===== config.mk =====
export PLATFORM = sky130hd
export DESIGN_NAME = execUnitTop
export DESIGN_NICKNAME = d
export VERILOG_FILES = /design/src/mipsPkg.sv /design/src/memBus.sv /design/src/instrCategorizer.sv /design/src/aluExecute.sv /design/src/loadStoreSeq.sv /design/src/memArbiter.sv /design/src/dataMemory.sv /design/src/execUnitTop.sv
export SDC_FILE = /design/constraint.sdc
export NUM_CORES = 2
export LEC_CHECK = 0
export BUFFER_PORTS_ARGS = -buffer_cell sky130_fd_sc_hd__buf_2
export CAP_MARGIN = 40
export CORE_ASPECT_RATIO = 0.8
export CORE_MARGIN = 5
export CORE_UTILIZATION = 38
export CTS_CLUSTER_SIZE = 8
export DETAILED_ROUTE_END_ITERATION = 12
export GPL_ROUTABILITY_DRIVEN = 1
export PLACE_DENSITY = 0.64
export SLEW_MARGIN = 20
export SYNTH_ARGS = -nofsm -noshare
export SYNTH_HDL_FRONTEND = slang
export SYNTH_SLANG_ARGS = --single-unit

===== constraint.sdc =====
create_clock -name clk -period 13.3 [get_ports clk]
set_clock_uncertainty 0.1 [all_clocks]
set_input_delay 3.99 -clock clk [delete_from_list [all_inputs] [get_ports clk]]
set_output_delay 3.99 -clock clk [all_outputs]
set_load 0.05 [all_outputs]

===== src/mipsPkg.sv =====
// Only the supported integer subset is encoded, and data memory is a word array of MEM_WORDS
`default_nettype none

package mipsPkg;

    // Datapath sizes
    localparam int WORD_WIDTH     = 32;
    localparam int REG_ADDR_WIDTH = 5;

    // Data memory geometry, word addressed
    localparam int MEM_WORDS      = 64;
    localparam int MEM_ADDR_WIDTH = $clog2(MEM_WORDS);

    typedef logic [WORD_WIDTH-1:0]     wordT;
    typedef logic [REG_ADDR_WIDTH-1:0] regAddrT;

    // Decoded instruction identifiers
    typedef enum logic [4:0] {
        NOP,
        ADD,
        ADDU,
        SUB,
        SUBU,
        AND,
        OR,
        XOR,
        NOR,
        SLT,
        SLTU,
        SLL,
        SRL,
        SRA,
        SLLV,
        SRLV,
        SRAV,
        ADDI,
        ADDIU,
        ANDI,
        ORI,
        XORI,
        SLTI,
        SLTIU,
        LUI,
        LW,
        SW
    } instrIdT;

    typedef enum logic {
        FORMAT_R,
        FORMAT_I
    } formatT;

    typedef enum logic [2:0] {
        FUNC_ARITH,
        FUNC_LOGICAL,
        FUNC_SHIFT,
        FUNC_MEMLOAD,
        FUNC_MEMSTORE,
        FUNC_OTHER
    } funcTypeT;

    // ALU operation select
    typedef enum logic [3:0] {
        ALU_ZERO,
        ALU_ADD,
        ALU_SUB,
        ALU_AND,
        ALU_OR,
        ALU_NOR,
        ALU_XOR,
        ALU_LUI,
        ALU_SLT,
        ALU_SLTU,
        ALU_SLL,
        ALU_SRL,
        ALU_SRA
    } aluOpT;

endpackage

`default_nettype wire


===== src/memBus.sv =====
// Four-phase bus, the master holds we, addr and wdata stable while req is high
`timescale 1ns/1ns
`default_nettype none

interface memBus;
    import mipsPkg::*;

    logic                      req;
    logic                      ack;
    logic                      we;
    // Word index, not a byte address
    logic [MEM_ADDR_WIDTH-1:0] addr;
    wordT                      wdata;
    wordT                      rdata;

    modport master (
        output req,
        output we,
        output addr,
        output wdata,
        input  ack,
        input  rdata
    );

    modport slave (
        input  req,
        input  we,
        input  addr,
        input  wdata,
        output ack,
        output rdata
    );

endinterface

`default_nettype wire


===== src/instrCategorizer.sv =====
// Combinational, unknown IDs fall back to FORMAT_R and FUNC_OTHER
`timescale 1ns/1ns
`default_nettype none

module instrCategorizer (
    input  mipsPkg::instrIdT  instr,
    output mipsPkg::formatT   format,
    output mipsPkg::funcTypeT funcType
);
    import mipsPkg::*;

    always_comb
    begin
        format   = FORMAT_R;
        funcType = FUNC_OTHER;
        case (instr)
            ADD, ADDU, SUB, SUBU, SLT, SLTU:
            begin
                format   = FORMAT_R;
                funcType = FUNC_ARITH;
            end
            AND, OR, XOR, NOR:
            begin
                format   = FORMAT_R;
                funcType = FUNC_LOGICAL;
            end
            SLL, SRL, SRA:
            begin
                format   = FORMAT_R;
                funcType = FUNC_SHIFT;
            end
            // Variable shifts take the amount from rs
            SLLV, SRLV, SRAV:
            begin
                format   = FORMAT_R;
                funcType = FUNC_ARITH;
            end
            ADDI, ADDIU, SLTI, SLTIU, LUI:
            begin
                format   = FORMAT_I;
                funcType = FUNC_ARITH;
            end
            ANDI, ORI, XORI:
            begin
                format   = FORMAT_I;
                funcType = FUNC_LOGICAL;
            end
            LW:
            begin
                format   = FORMAT_I;
                funcType = FUNC_MEMLOAD;
            end
            SW:
            begin
                format   = FORMAT_I;
                funcType = FUNC_MEMSTORE;
            end
            default:
            begin
                format   = FORMAT_R;
                funcType = FUNC_OTHER;
            end
        endcase
    end

endmodule

`default_nettype wire


===== src/aluExecute.sv =====
// Combinational ALU, loads and stores only form the address sum here
`timescale 1ns/1ns
`default_nettype none

module aluExecute (
    input  mipsPkg::instrIdT  instr,
    input  mipsPkg::wordT     dataRs,
    input  mipsPkg::wordT     dataRt,
    input  logic [15:0]       imm16,
    input  logic [4:0]        shamt,
    input  mipsPkg::regAddrT  addrRt,
    input  mipsPkg::regAddrT  addrRd,
    output mipsPkg::wordT     result,
    output mipsPkg::regAddrT  regWriteAddr,
    output mipsPkg::wordT     memWriteData,
    output mipsPkg::funcTypeT funcType
);
    import mipsPkg::*;

    formatT format;
    aluOpT  aluOp;
    wordT   imm32;
    wordT   srcA;
    wordT   srcB;

    instrCategorizer instrCategorizer_i (
        .instr    (instr),
        .format   (format),
        .funcType (funcType)
    );

    always_comb
    begin
        if ((funcType == FUNC_MEMLOAD) || (funcType == FUNC_MEMSTORE))
        begin
            aluOp = ALU_ADD;
        end
        else
        begin
            case (instr)
                ADD, ADDU, ADDI, ADDIU: aluOp = ALU_ADD;
                SUB, SUBU:              aluOp = ALU_SUB;
                AND, ANDI:              aluOp = ALU_AND;
                OR, ORI:                aluOp = ALU_OR;
                XOR, XORI:              aluOp = ALU_XOR;
                NOR:                    aluOp = ALU_NOR;
                SLT, SLTI:              aluOp = ALU_SLT;
                SLTU, SLTIU:            aluOp = ALU_SLTU;
                SLL, SLLV:              aluOp = ALU_SLL;
                SRL, SRLV:              aluOp = ALU_SRL;
                SRA, SRAV:              aluOp = ALU_SRA;
                LUI:                    aluOp = ALU_LUI;
                default:                aluOp = ALU_ZERO;
            endcase
        end
    end

    // Logical immediates are zero extended
    assign imm32 = (funcType == FUNC_LOGICAL) ? {16'b0, imm16} : {{16{imm16[15]}}, imm16};

    assign srcA = (funcType == FUNC_SHIFT) ? {27'b0, shamt} : dataRs;
    assign srcB = (format == FORMAT_I) ? imm32 : dataRt;

    always_comb
    begin
        case (aluOp)
            ALU_ADD:  result = srcA + srcB;
            ALU_SUB:  result = srcA - srcB;
            ALU_AND:  result = srcA & srcB;
            ALU_OR:   result = srcA | srcB;
            ALU_NOR:  result = ~(srcA | srcB);
            ALU_XOR:  result = srcA ^ srcB;
            ALU_LUI:  result = srcB << 16;
            ALU_SLT:  result = ($signed(srcA) < $signed(srcB)) ? 32'd1 : 32'd0;
            ALU_SLTU: result = (srcA < srcB) ? 32'd1 : 32'd0;
            ALU_SLL:  result = srcB << srcA[4:0];
            ALU_SRL:  result = srcB >> srcA[4:0];
            ALU_SRA:  result = $signed(srcB) >>> srcA[4:0];
            default:  result = '0;
        endcase
    end

    assign regWriteAddr = (format == FORMAT_R) ? addrRd : addrRt;
    assign memWriteData = dataRt;

endmodule

`default_nettype wire


===== src/loadStoreSeq.sv =====
// One instruction in flight, issue inputs must stay stable until issueAck is seen
`timescale 1ns/1ns
`default_nettype none

module loadStoreSeq (
    input  logic              clk,
    input  logic              rstN,
    input  logic              issueReq,
    output logic              issueAck,
    input  mipsPkg::instrIdT  instr,
    input  mipsPkg::wordT     dataRs,
    input  mipsPkg::wordT     dataRt,
    input  logic [15:0]       imm16,
    input  logic [4:0]        shamt,
    input  mipsPkg::regAddrT  addrRt,
    input  mipsPkg::regAddrT  addrRd,
    output mipsPkg::wordT     result,
    output mipsPkg::regAddrT  regWriteAddr,
    memBus.master             bus
);
    import mipsPkg::*;

    typedef enum logic [1:0] {
        IDLE,
        BUS_REQ,
        BUS_REL,
        DONE
    } seqStateT;

    seqStateT state;
    wordT     aluResult;
    wordT     memWriteData;
    regAddrT  aluRegAddr;
    funcTypeT funcType;
    logic     isMem;

    aluExecute aluExecute_i (
        .instr        (instr),
        .dataRs       (dataRs),
        .dataRt       (dataRt),
        .imm16        (imm16),
        .shamt        (shamt),
        .addrRt       (addrRt),
        .addrRd       (addrRd),
        .result       (aluResult),
        .regWriteAddr (aluRegAddr),
        .memWriteData (memWriteData),
        .funcType     (funcType)
    );

    assign isMem = (funcType == FUNC_MEMLOAD) || (funcType == FUNC_MEMSTORE);

    always_ff @(posedge clk)
    begin
        if (!rstN)
        begin
            state    <= IDLE;
            issueAck <= 1'b0;
            bus.req  <= 1'b0;
            bus.we   <= 1'b0;
        end
        else
        begin
            case (state)
                IDLE:
                    if (issueReq)
                    begin
                        if (isMem)
                        begin
                            bus.req <= 1'b1;
                            bus.we  <= (funcType == FUNC_MEMSTORE);
                            state   <= BUS_REQ;
                        end
                        else
                        begin
                            issueAck <= 1'b1;
                            state    <= DONE;
                        end
                    end
                BUS_REQ:
                    if (bus.ack)
                    begin
                        bus.req <= 1'b0;
                        state   <= BUS_REL;
                    end
                // Wait for the slave to finish its half of the handshake
                BUS_REL:
                    if (!bus.ack)
                    begin
                        issueAck <= 1'b1;
                        state    <= DONE;
                    end
                DONE:
                    if (!issueReq)
                    begin
                        issueAck <= 1'b0;
                        state    <= IDLE;
                    end
                default:
                    state <= IDLE;
            endcase
        end
    end

    // Result, write address and bus payload
    always_ff @(posedge clk)
    begin
        if ((state == IDLE) && issueReq)
        begin
            result       <= aluResult;
            regWriteAddr <= aluRegAddr;
            bus.addr     <= aluResult[MEM_ADDR_WIDTH+1:2];
            bus.wdata    <= memWriteData;
        end
        else if ((state == BUS_REQ) && bus.ack && (funcType == FUNC_MEMLOAD))
        begin
            result <= bus.rdata;
        end
    end

endmodule

`default_nettype wire


===== src/memArbiter.sv =====
// Two masters, one slave, a grant is only released after the full four-phase return
`timescale 1ns/1ns
`default_nettype none

module memArbiter (
    input  logic  clk,
    input  logic  rstN,
    memBus.slave  mLsu,
    memBus.slave  mHost,
    memBus.master s
);

    typedef enum logic [1:0] {
        GRANT_NONE,
        GRANT_LSU,
        GRANT_HOST
    } grantT;

    grantT grant;
    // Set when the host side was served last
    logic  lastHost;

    always_ff @(posedge clk)
    begin
        if (!rstN)
        begin
            grant    <= GRANT_NONE;
            lastHost <= 1'b1;
        end
        else
        begin
            case (grant)
                GRANT_NONE:
                    if (mLsu.req && (!mHost.req || lastHost))
                    begin
                        grant    <= GRANT_LSU;
                        lastHost <= 1'b0;
                    end
                    else if (mHost.req)
                    begin
                        grant    <= GRANT_HOST;
                        lastHost <= 1'b1;
                    end
                GRANT_LSU:
                    if (!mLsu.req && !s.ack)
                        grant <= GRANT_NONE;
                GRANT_HOST:
                    if (!mHost.req && !s.ack)
                        grant <= GRANT_NONE;
                default:
                    grant <= GRANT_NONE;
            endcase
        end
    end

    // Forward the granted master only
    always_comb
    begin
        s.req       = 1'b0;
        s.we        = 1'b0;
        s.addr      = '0;
        s.wdata     = '0;
        mLsu.ack    = 1'b0;
        mLsu.rdata  = '0;
        mHost.ack   = 1'b0;
        mHost.rdata = '0;
        case (grant)
            GRANT_LSU:
            begin
                s.req      = mLsu.req;
                s.we       = mLsu.we;
                s.addr     = mLsu.addr;
                s.wdata    = mLsu.wdata;
                mLsu.ack   = s.ack;
                mLsu.rdata = s.rdata;
            end
            GRANT_HOST:
            begin
                s.req       = mHost.req;
                s.we        = mHost.we;
                s.addr      = mHost.addr;
                s.wdata     = mHost.wdata;
                mHost.ack   = s.ack;
                mHost.rdata = s.rdata;
            end
            default:
            begin
                s.req = 1'b0;
            end
        endcase
    end

endmodule

`default_nettype wire


===== src/dataMemory.sv =====
// Word-only access, contents are undefined after reset and rdata is old data on a write
`timescale 1ns/1ns
`default_nettype none

module dataMemory (
    input  logic clk,
    input  logic rstN,
    memBus.slave bus
);
    import mipsPkg::*;

    wordT mem [MEM_WORDS];

    // Ack follows req one cycle late
    always_ff @(posedge clk)
    begin
        if (!rstN)
            bus.ack <= 1'b0;
        else
            bus.ack <= bus.req;
    end

    // Access on the rising req edge only
    always_ff @(posedge clk)
    begin
        if (bus.req && !bus.ack)
        begin
            if (bus.we)
                mem[bus.addr] <= bus.wdata;
            bus.rdata <= mem[bus.addr];
        end
    end

endmodule

`default_nettype wire


===== src/execUnitTop.sv =====
// Host pins follow the four-phase rule, hostAddr is a word index into data memory
`timescale 1ns/1ns
`default_nettype none

module execUnitTop (
    input  logic                              clk,
    input  logic                              rstN,
    input  logic                              issueReq,
    output logic                              issueAck,
    input  mipsPkg::instrIdT                  instr,
    input  mipsPkg::wordT                     dataRs,
    input  mipsPkg::wordT                     dataRt,
    input  logic [15:0]                       imm16,
    input  logic [4:0]                        shamt,
    input  mipsPkg::regAddrT                  addrRt,
    input  mipsPkg::regAddrT                  addrRd,
    output mipsPkg::wordT                     result,
    output mipsPkg::regAddrT                  regWriteAddr,
    input  logic                              hostReq,
    input  logic                              hostWe,
    input  logic [mipsPkg::MEM_ADDR_WIDTH-1:0] hostAddr,
    input  mipsPkg::wordT                     hostWdata,
    output logic                              hostAck,
    output mipsPkg::wordT                     hostRdata
);

    memBus lsuBus ();
    memBus hostBus ();
    memBus memBusS ();

    loadStoreSeq loadStoreSeq_i (
        .clk          (clk),
        .rstN         (rstN),
        .issueReq     (issueReq),
        .issueAck     (issueAck),
        .instr        (instr),
        .dataRs       (dataRs),
        .dataRt       (dataRt),
        .imm16        (imm16),
        .shamt        (shamt),
        .addrRt       (addrRt),
        .addrRd       (addrRd),
        .result       (result),
        .regWriteAddr (regWriteAddr),
        .bus          (lsuBus)
    );

    memArbiter memArbiter_i (
        .clk   (clk),
        .rstN  (rstN),
        .mLsu  (lsuBus),
        .mHost (hostBus),
        .s     (memBusS)
    );

    dataMemory dataMemory_i (
        .clk  (clk),
        .rstN (rstN),
        .bus  (memBusS)
    );

    // Host pins onto the second master port
    assign hostBus.req   = hostReq;
    assign hostBus.we    = hostWe;
    assign hostBus.addr  = hostAddr;
    assign hostBus.wdata = hostWdata;
    assign hostAck       = hostBus.ack;
    assign hostRdata     = hostBus.rdata;

endmodule

`default_nettype wire


== Yosys cells after proc, flatten, opt, wreduce, memory -nomap -nowiden ==
Memory sizes are Yosys's and may differ from the RTL's. A register that Yosys moved wholly into a read port is not among the register bits.
Cells that the tools add are included.

* Bits in registers: 84
* Latch bits: 0
* Memory bits (writable): 2048
* ROM bits: 256
* Input port bits: 143
* Output and inout port bits: 71
* Word-level logic and storage cells: 122
* Memories kept: 3

{| class="wikitable"
|+ Memories
! name !! words !! bits a word !! read ports !! clocked after Yosys merged registers in !! write ports !! line !! source
|-
| dataMemory_i.mem || 64 || 32 || 1 || 1 || 1 || dataMemory.sv:12 || <nowiki>wordT mem [MEM_WORDS];</nowiki>
|-
| (name not given) || 32 || 4 || 1 || 0 || 0 || aluExecute.sv:40 || <nowiki>case (instr)</nowiki>
|-
| (name not given) || 32 || 4 || 1 || 0 || 0 || instrCategorizer.sv:16 || <nowiki>case (instr)</nowiki>
|}

* Add/subtract/negate cells: 2
* Multipliers: 0
* Divide/modulo/power cells: 0
* Magnitude comparators: 2
* Eq/ne operators: 30
* Shift-type cells: 3
* Multiplexer cells: 43
* Bitwise operators: 4
* Reduce and logical (&&, ||, !) cells: 24

{| class="wikitable"
|+ Operators by type and width
! cell !! number
|-
| case mux 32 bit (12 select lines) || 1
|-
| two-way mux 32 bit || 7
|-
| less-than comparator 32 bit || 2
|-
| case mux 32 bit (2 select lines) || 1
|-
| adder 32 bit || 1
|-
| bitwise AND 32 bit || 1
|-
| NOT 32 bit || 1
|-
| OR 32 bit || 1
|-
| left shift 32 x 5 -> 32 bit || 1
|-
| >> shifter 32 x 5 -> 32 bit || 1
|-
| >>> shifter 32 x 5 -> 32 bit || 1
|-
| subtractor 32 bit || 1
|-
| bitwise XOR 32 bit || 1
|-
| == test 4 bit (second input constant) || 5
|-
| two-way mux 2 bit || 9
|-
| == test 4 x 3 -> 1 bit (second input constant) || 4
|-
| two-way mux 1 bit || 16
|-
| case mux 6 bit (2 select lines) || 1
|-
| == test 4 x 2 -> 1 bit (second input constant) || 2
|-
| inequality test 2 x 1 -> 1 bit (second input constant) || 4
|-
| inequality test 2 bit (second input constant) || 4
|-
| case mux 2 bit (4 select lines) || 1
|-
| AND reduction 4 bit || 2
|-
| logical AND 1 bit || 7
|-
| 20 further kinds || 33
|}

== Longest topological paths before layout ==
An unclocked memory read counts as a cell.

* Depth after elaboration: 8
* Mapped depth: 27
* Mapped depth without buffers: 23

== Modules after synthesis ==
Synthesis repeated with hierarchy kept, for this count alone.

* Cell total of the unflattened synthesis: 6349
* Area total of the unflattened synthesis: 93304.5 sq um

{| class="wikitable"
|+ By module, submodules not included
! module !! times used !! cells each !! area each (sq um) !! sequential area each (sq um)
|-
| dataMemory || 1 || 4389 || 78718.0 || 62479.9
|-
| aluExecute || 1 || 1589 || 10161.0 || 0.0
|-
| loadStoreSeq || 1 || 158 || 3044.2 || 2352.3
|-
| memArbiter || 1 || 190 || 1249.9 || 60.1
|-
| instrCategorizer || 1 || 23 || 131.4 || 0.0
|}

== Worst setup path before layout ==
Ideal clock, no wire load.

* Path type: input-to-reg
* Start: input instr[0]
* End: register loadStoreSeq_i.result[31] (data pin)
* Library setup time: 0.261 ns
* Arrival: 8.878 ns
* Required time: 12.939 ns
* Slack: 4.061 ns
* Stages on the path: 24
* Path buffers: 5
* Cell sequence: inv_1 ha_1 ha_1 nand2b_1 nand3_1 nand2_1 buf_2 a41o_1 clkbuf_1 clkbuf_1 clkbuf_1 nor2_1 inv_1 ha_1 clkbuf_1 nor4_1 and2_1 nand3_1 o21a_4 o41ai_4 a31oi_2 o41ai_2 xnor2_1 a221o_1

* Cells in the longest elaborated chain, start to end: 8
* Elaborated cells between the ends (all ways): 34
* Classes of those cells: add/sub (2); eq/ne (16); shift (3); mux (6); bitwise (4); reduce/logical (1); memory (2)

{| class="wikitable"
|+ RTL lines
! element !! line !! source
|-
| start: declaration || execUnitTop.sv:10 || <nowiki>input mipsPkg::instrIdT instr,</nowiki>
|-
| parallel branches: the longest is 6 deep, another holds subtractor 32 bit || - ||
|-
| case mux 32 bit (12 select lines) * || aluExecute.sv:66 || <nowiki>case (aluOp)</nowiki>
|-
| two-way mux 32 bit * || loadStoreSeq.sv:108 || <nowiki>if ((state == IDLE) && issueReq)</nowiki>
|-
| end signal: assignment || loadStoreSeq.sv:110 || <nowiki>result <= aluResult;</nowiki>
|-
| end signal: assignment || loadStoreSeq.sv:117 || <nowiki>result <= bus.rdata;</nowiki>
|-
| end: declaration || loadStoreSeq.sv:17 || <nowiki>output mipsPkg::wordT result,</nowiki>
|}

Mark *: on every way between the ends.
A chain may end at the register's enable or synchronous reset.

== Final worst setup path ==
* Start: input instr[1]
* End: register loadStoreSeq_i.result[0] (data pin)

* Cells in the longest elaborated chain, start to end: 8
* Elaborated cells between the ends (all ways): 38
* Classes of those cells: add/sub (2); order compare (2); eq/ne (16); shift (3); mux (8); bitwise (4); reduce/logical (1); memory (2)

{| class="wikitable"
|+ RTL lines
! element !! line !! source
|-
| memory (32 x 4 bit) || - ||
|-
| == test 3 x 1 -> 1 bit || aluExecute.sv:59 || <nowiki>assign imm32 = (funcType == FUNC_LOGICAL) ? {16'b0, imm16} : {{16{imm16[15]}}, imm16};</nowiki>
|-
| two-way mux 32 bit || aluExecute.sv:59 ||
|-
| two-way mux 32 bit || aluExecute.sv:62 || <nowiki>assign srcB = (format == FORMAT_I) ? imm32 : dataRt;</nowiki>
|-
| less-than comparator 32 bit (on tied branches) || aluExecute.sv:75, aluExecute.sv:74 ||
|-
| two-way mux 1 bit (on tied branches) || aluExecute.sv:75, aluExecute.sv:74 ||
|-
| case mux 32 bit (12 select lines) * || aluExecute.sv:66 ||
|-
| two-way mux 32 bit * || loadStoreSeq.sv:108 ||
|}

Mark *: on every way between the ends. The rest lies on a longest branch, timed or not.

==> impl_metrics.csv <==
group,metric,value,unit
logic_synthesis,synth_most_common_cell,"edfxtp_1",
clock_network,cts_tree,"built",
clock_network,cts_num_sinks,2164,
placed_design,placedInstanceArea,97120,um^2
logic_synthesis,yosys_register_bits,2164,
cells_and_area,final_nets,7189,
placed_design,dp_slack,2583,ps
sta,relSlewSlack,22.62,%
cells_and_area,synthToLayoutAreaGrowth,16.55,%
logic_synthesis,yosysWarnings,0,
cells_and_area,drive_above_1_share,15.03,%
worst_setup_path,cpMostUsedCell,"ha_1",
worst_setup_path,crit_chain,"buf_2 > inv_1 > ha_1 > ha_1 > nand2b_1 > nand3_1 > and2_1 > nand3_2 > nand2_4 > inv_4 > ha_1 > fa_1 > nand2b_1 > a21o_1 > a21oi_1 > nor2_1 > o211ai_1 > a22o_4 > o31ai_4 > a31o_2 > a21oi_2 > o311ai_4 > a2111oi_2 > o41a_1",
worst_hold_path,whs_endpoint,"memArbiter_i.grant[1]",
logic_synthesis,synthTopCellsByArea,"edfxtp_1, a21oi_1, nand2_1, a222oi_1, a22oi_1",
sta,worstMarginPinSlew,1161,ps
routing,ant_nets,0,
global_routing,grt_max_degree,90,
worst_setup_path,arrival,10450,ps
logic_synthesis,syn_avg_cell_area,13.82,um^2
clock_network,cts_setup_buffers,0,
logic_synthesis,async_flop_share,0,%
worst_hold_path,hold_start,"memArbiter_i.grant[1]",
routing,dr.pass1.iters,10,
worst_setup_path,crit_fanout,44,
routing,drc,0,
pwr,p_per_area,166.3,nW/um^2
cells_and_area,finalInstanceArea,105600,um^2
worst_setup_path,crit_required,13810,ps
routing,viasPerCell,6.386,
sta,drv_slew,0,
clock_network,cts_resized,0,
die,die_h,446.7,um
worst_setup_path,reg2reg_slack,6800,ps
sta,hold_ws,398.6,ps
die,die-area,248300,um^2
die,core-area,237400,um^2
global_routing,gr-total-overflow,0,
sta,fin_ws,3362,ps
clock_network,clk_latency,860,ps
cells_and_area,instances_no_fill,10120,
worst_setup_path,critPathBufInv,3,
routing,drt-initial-drc-count,11060,
sta,max_freq,0.1006,GHz
flow_run,maxCapViolations,0,
clock_network,cts_root_buffer,"clkbuf_16",
die,std_cell_rows,160,
worst_setup_path,reg2reg_depth,15,
routing,routed_wl,343800,um
worst_setup_path,r2r_end,"dataMemory_i.bus.rdata[14]",
worst_setup_path,start_kind,"input pin",
sta,finalSetupTns,0,ps
logic_synthesis,yosysTopAreaCell,"edfxtp_1",
clock_network,hold_buffers,0,
cells_and_area,n_fill_cell,20910,
placed_design,hpwl,217800,um
worst_setup_path,slowest_delay,660,ps
logic_synthesis,synth_edf_count,2155,
pwr,p_leak,34.22,nW
die,start_util,38.16,%
routing,wire_per_inst,33.96,um
clock_network,htreeDepth,5,
placed_design,portBuffers,213,
clock_network,cts_buffers,315,
global_routing,track_usage,26.76,%
worst_hold_path,hp-class,"register to register",
sta,hold_violations,0,
worst_setup_path,end_kind,"register",
sta,grt_setup_unrepaired,"false",
cells_and_area,multiInputGateArea,24510,um^2
logic_synthesis,synth_nets,6818,
clock_network,cts.path.max_buffers,4,
cells_and_area,utilization,44.47,%
logic_synthesis,synth_commonest_cells,"edfxtp_1, nand2_1, a21oi_1, clkbuf_1, nor2_1",
pwr,ir_drop,0.1216,mV
worst_setup_path,crit_type,"input pin to register",
sta,finalCriticalPeriod,9938,ps
cells_and_area,seqCellArea,64890,um^2
logic_synthesis,synth_area,90600,um^2
die,die_x,555.9,um
sta,setup_viol,0,
outcome,outcome,"completed",
worst_hold_path,hold_depth,2,
global_routing,antenna_found_initial,28,
pwr,power,17.56,mW
logic_synthesis,synth_flop_cell,"edfxtp_1",
sta,fin_crit_sh,74.72,%
placed_design,place.gp.congestion,0.9774,
die,io_pins,214,
logic_synthesis,syn_inst,6556,
clock_network,clk_pin_slew,60,ps
logic_synthesis,yosys.area.top_type_share,71.43,%
routing,via_count,64640,
worst_setup_path,critPathTopFamily,"compound AO/OA/AOI/OAI gates",
logic_synthesis,ys_seq_area_share,71.63,%
worst_setup_path,cp_slowest_cell,"and2_1",
global_routing,grt_pass1_wl,478000,um
worst_setup_path,r2r_start,"memArbiter_i.grant[0]",
placed_design,dpl.cell_count,9750,
global_routing,grt_pass1_vias,60740,
logic_synthesis,ys_types,107,
metal layers:
metal	wire length (um)	track usage, %	share of wire (%)
met2	145700	38.39	42
met5	90	0	0.026
met4	12790	8.943	3.7
met1	136500	38.63	40
met3	48770	8.215	14
how the worst max path moves through the flow:
stage	cells past startpoint	from	endpoint
after floorplan	24	instr[0]	loadStoreSeq_i.result[31]
after global placement	24	instr[1]	loadStoreSeq_i.result[31]
after detailed placement	24	instr[1]	loadStoreSeq_i.result[0]
after CTS	24	instr[1]	loadStoreSeq_i.result[0]
after global routing	24	instr[1]	loadStoreSeq_i.result[0]
final	24	instr[1]	loadStoreSeq_i.result[0]
tightest hold or removal path, cell delays in order, from the launching register on:
cell and delay [ps]:
dfxtp_1 320, o21ai_0 70, a21oi_1 60
report_power, final:
| part | switching [mW] | total, mW | internal, mW |
|---|---|---|---|
| clock network | 2.75 | 7.02 | 4.27 |
| logic | 2.08 | 2.80 | 0.720 |
| registers | 0.0502 | 7.74 | 7.69 |
| total | 4.88 | 17.6 | 12.7 |
area by class of cell:
class	count	area share (%)
flip-flops and latches	2164	61.45
multi-input cells	3838	23.21
clock buffers	328	7.621
well taps	3159	3.743
repair buffers	496	3.301
inverters	112	0.4005
clock inverters	20	0.2536
diodes	5	0.01185
cell families after synthesis:
group	share of synthesized area, %
buffers and inverters	2.393
DFF	71.63
AOI/OAI and AO/OA	15.38
xor gates and xnor gates	0.2127
and+or+nand+nor	7.521
adders and majority gates	1.660
muxes	1.203
state kept, by name, summed over array words and instances, names as in the netlist, 2 cells and up:
signal                       cells
memArbiter_i.grant               2
loadStoreSeq_i.bus.wdata        32
loadStoreSeq_i.result           32
loadStoreSeq_i.regWriteAddr      5
dataMemory_i.mem              2048
dataMemory_i.bus.rdata          32
loadStoreSeq_i.state             2
loadStoreSeq_i.bus.addr          6
layout by cell type (no fill, tap or decap), drive strengths merged, types with 22 or more instances in the layout:
cell type,instances
a211oi,74
a21o,22
a21oi,683
a221o,23
a221oi,150
a222oi,228
a22oi,218
a31oi,155
and2,43
buf,482
clkbuf,340
edfxtp,2155
ha,117
inv,122
mux2i,90
nand2,851
nand3,104
nand4,24
nor2,312
nor2b,46
nor3,66
nor4,63
o211ai,37
o21ai,180
o22ai,49
Note: power is estimated with default switching activity, not from simulation.
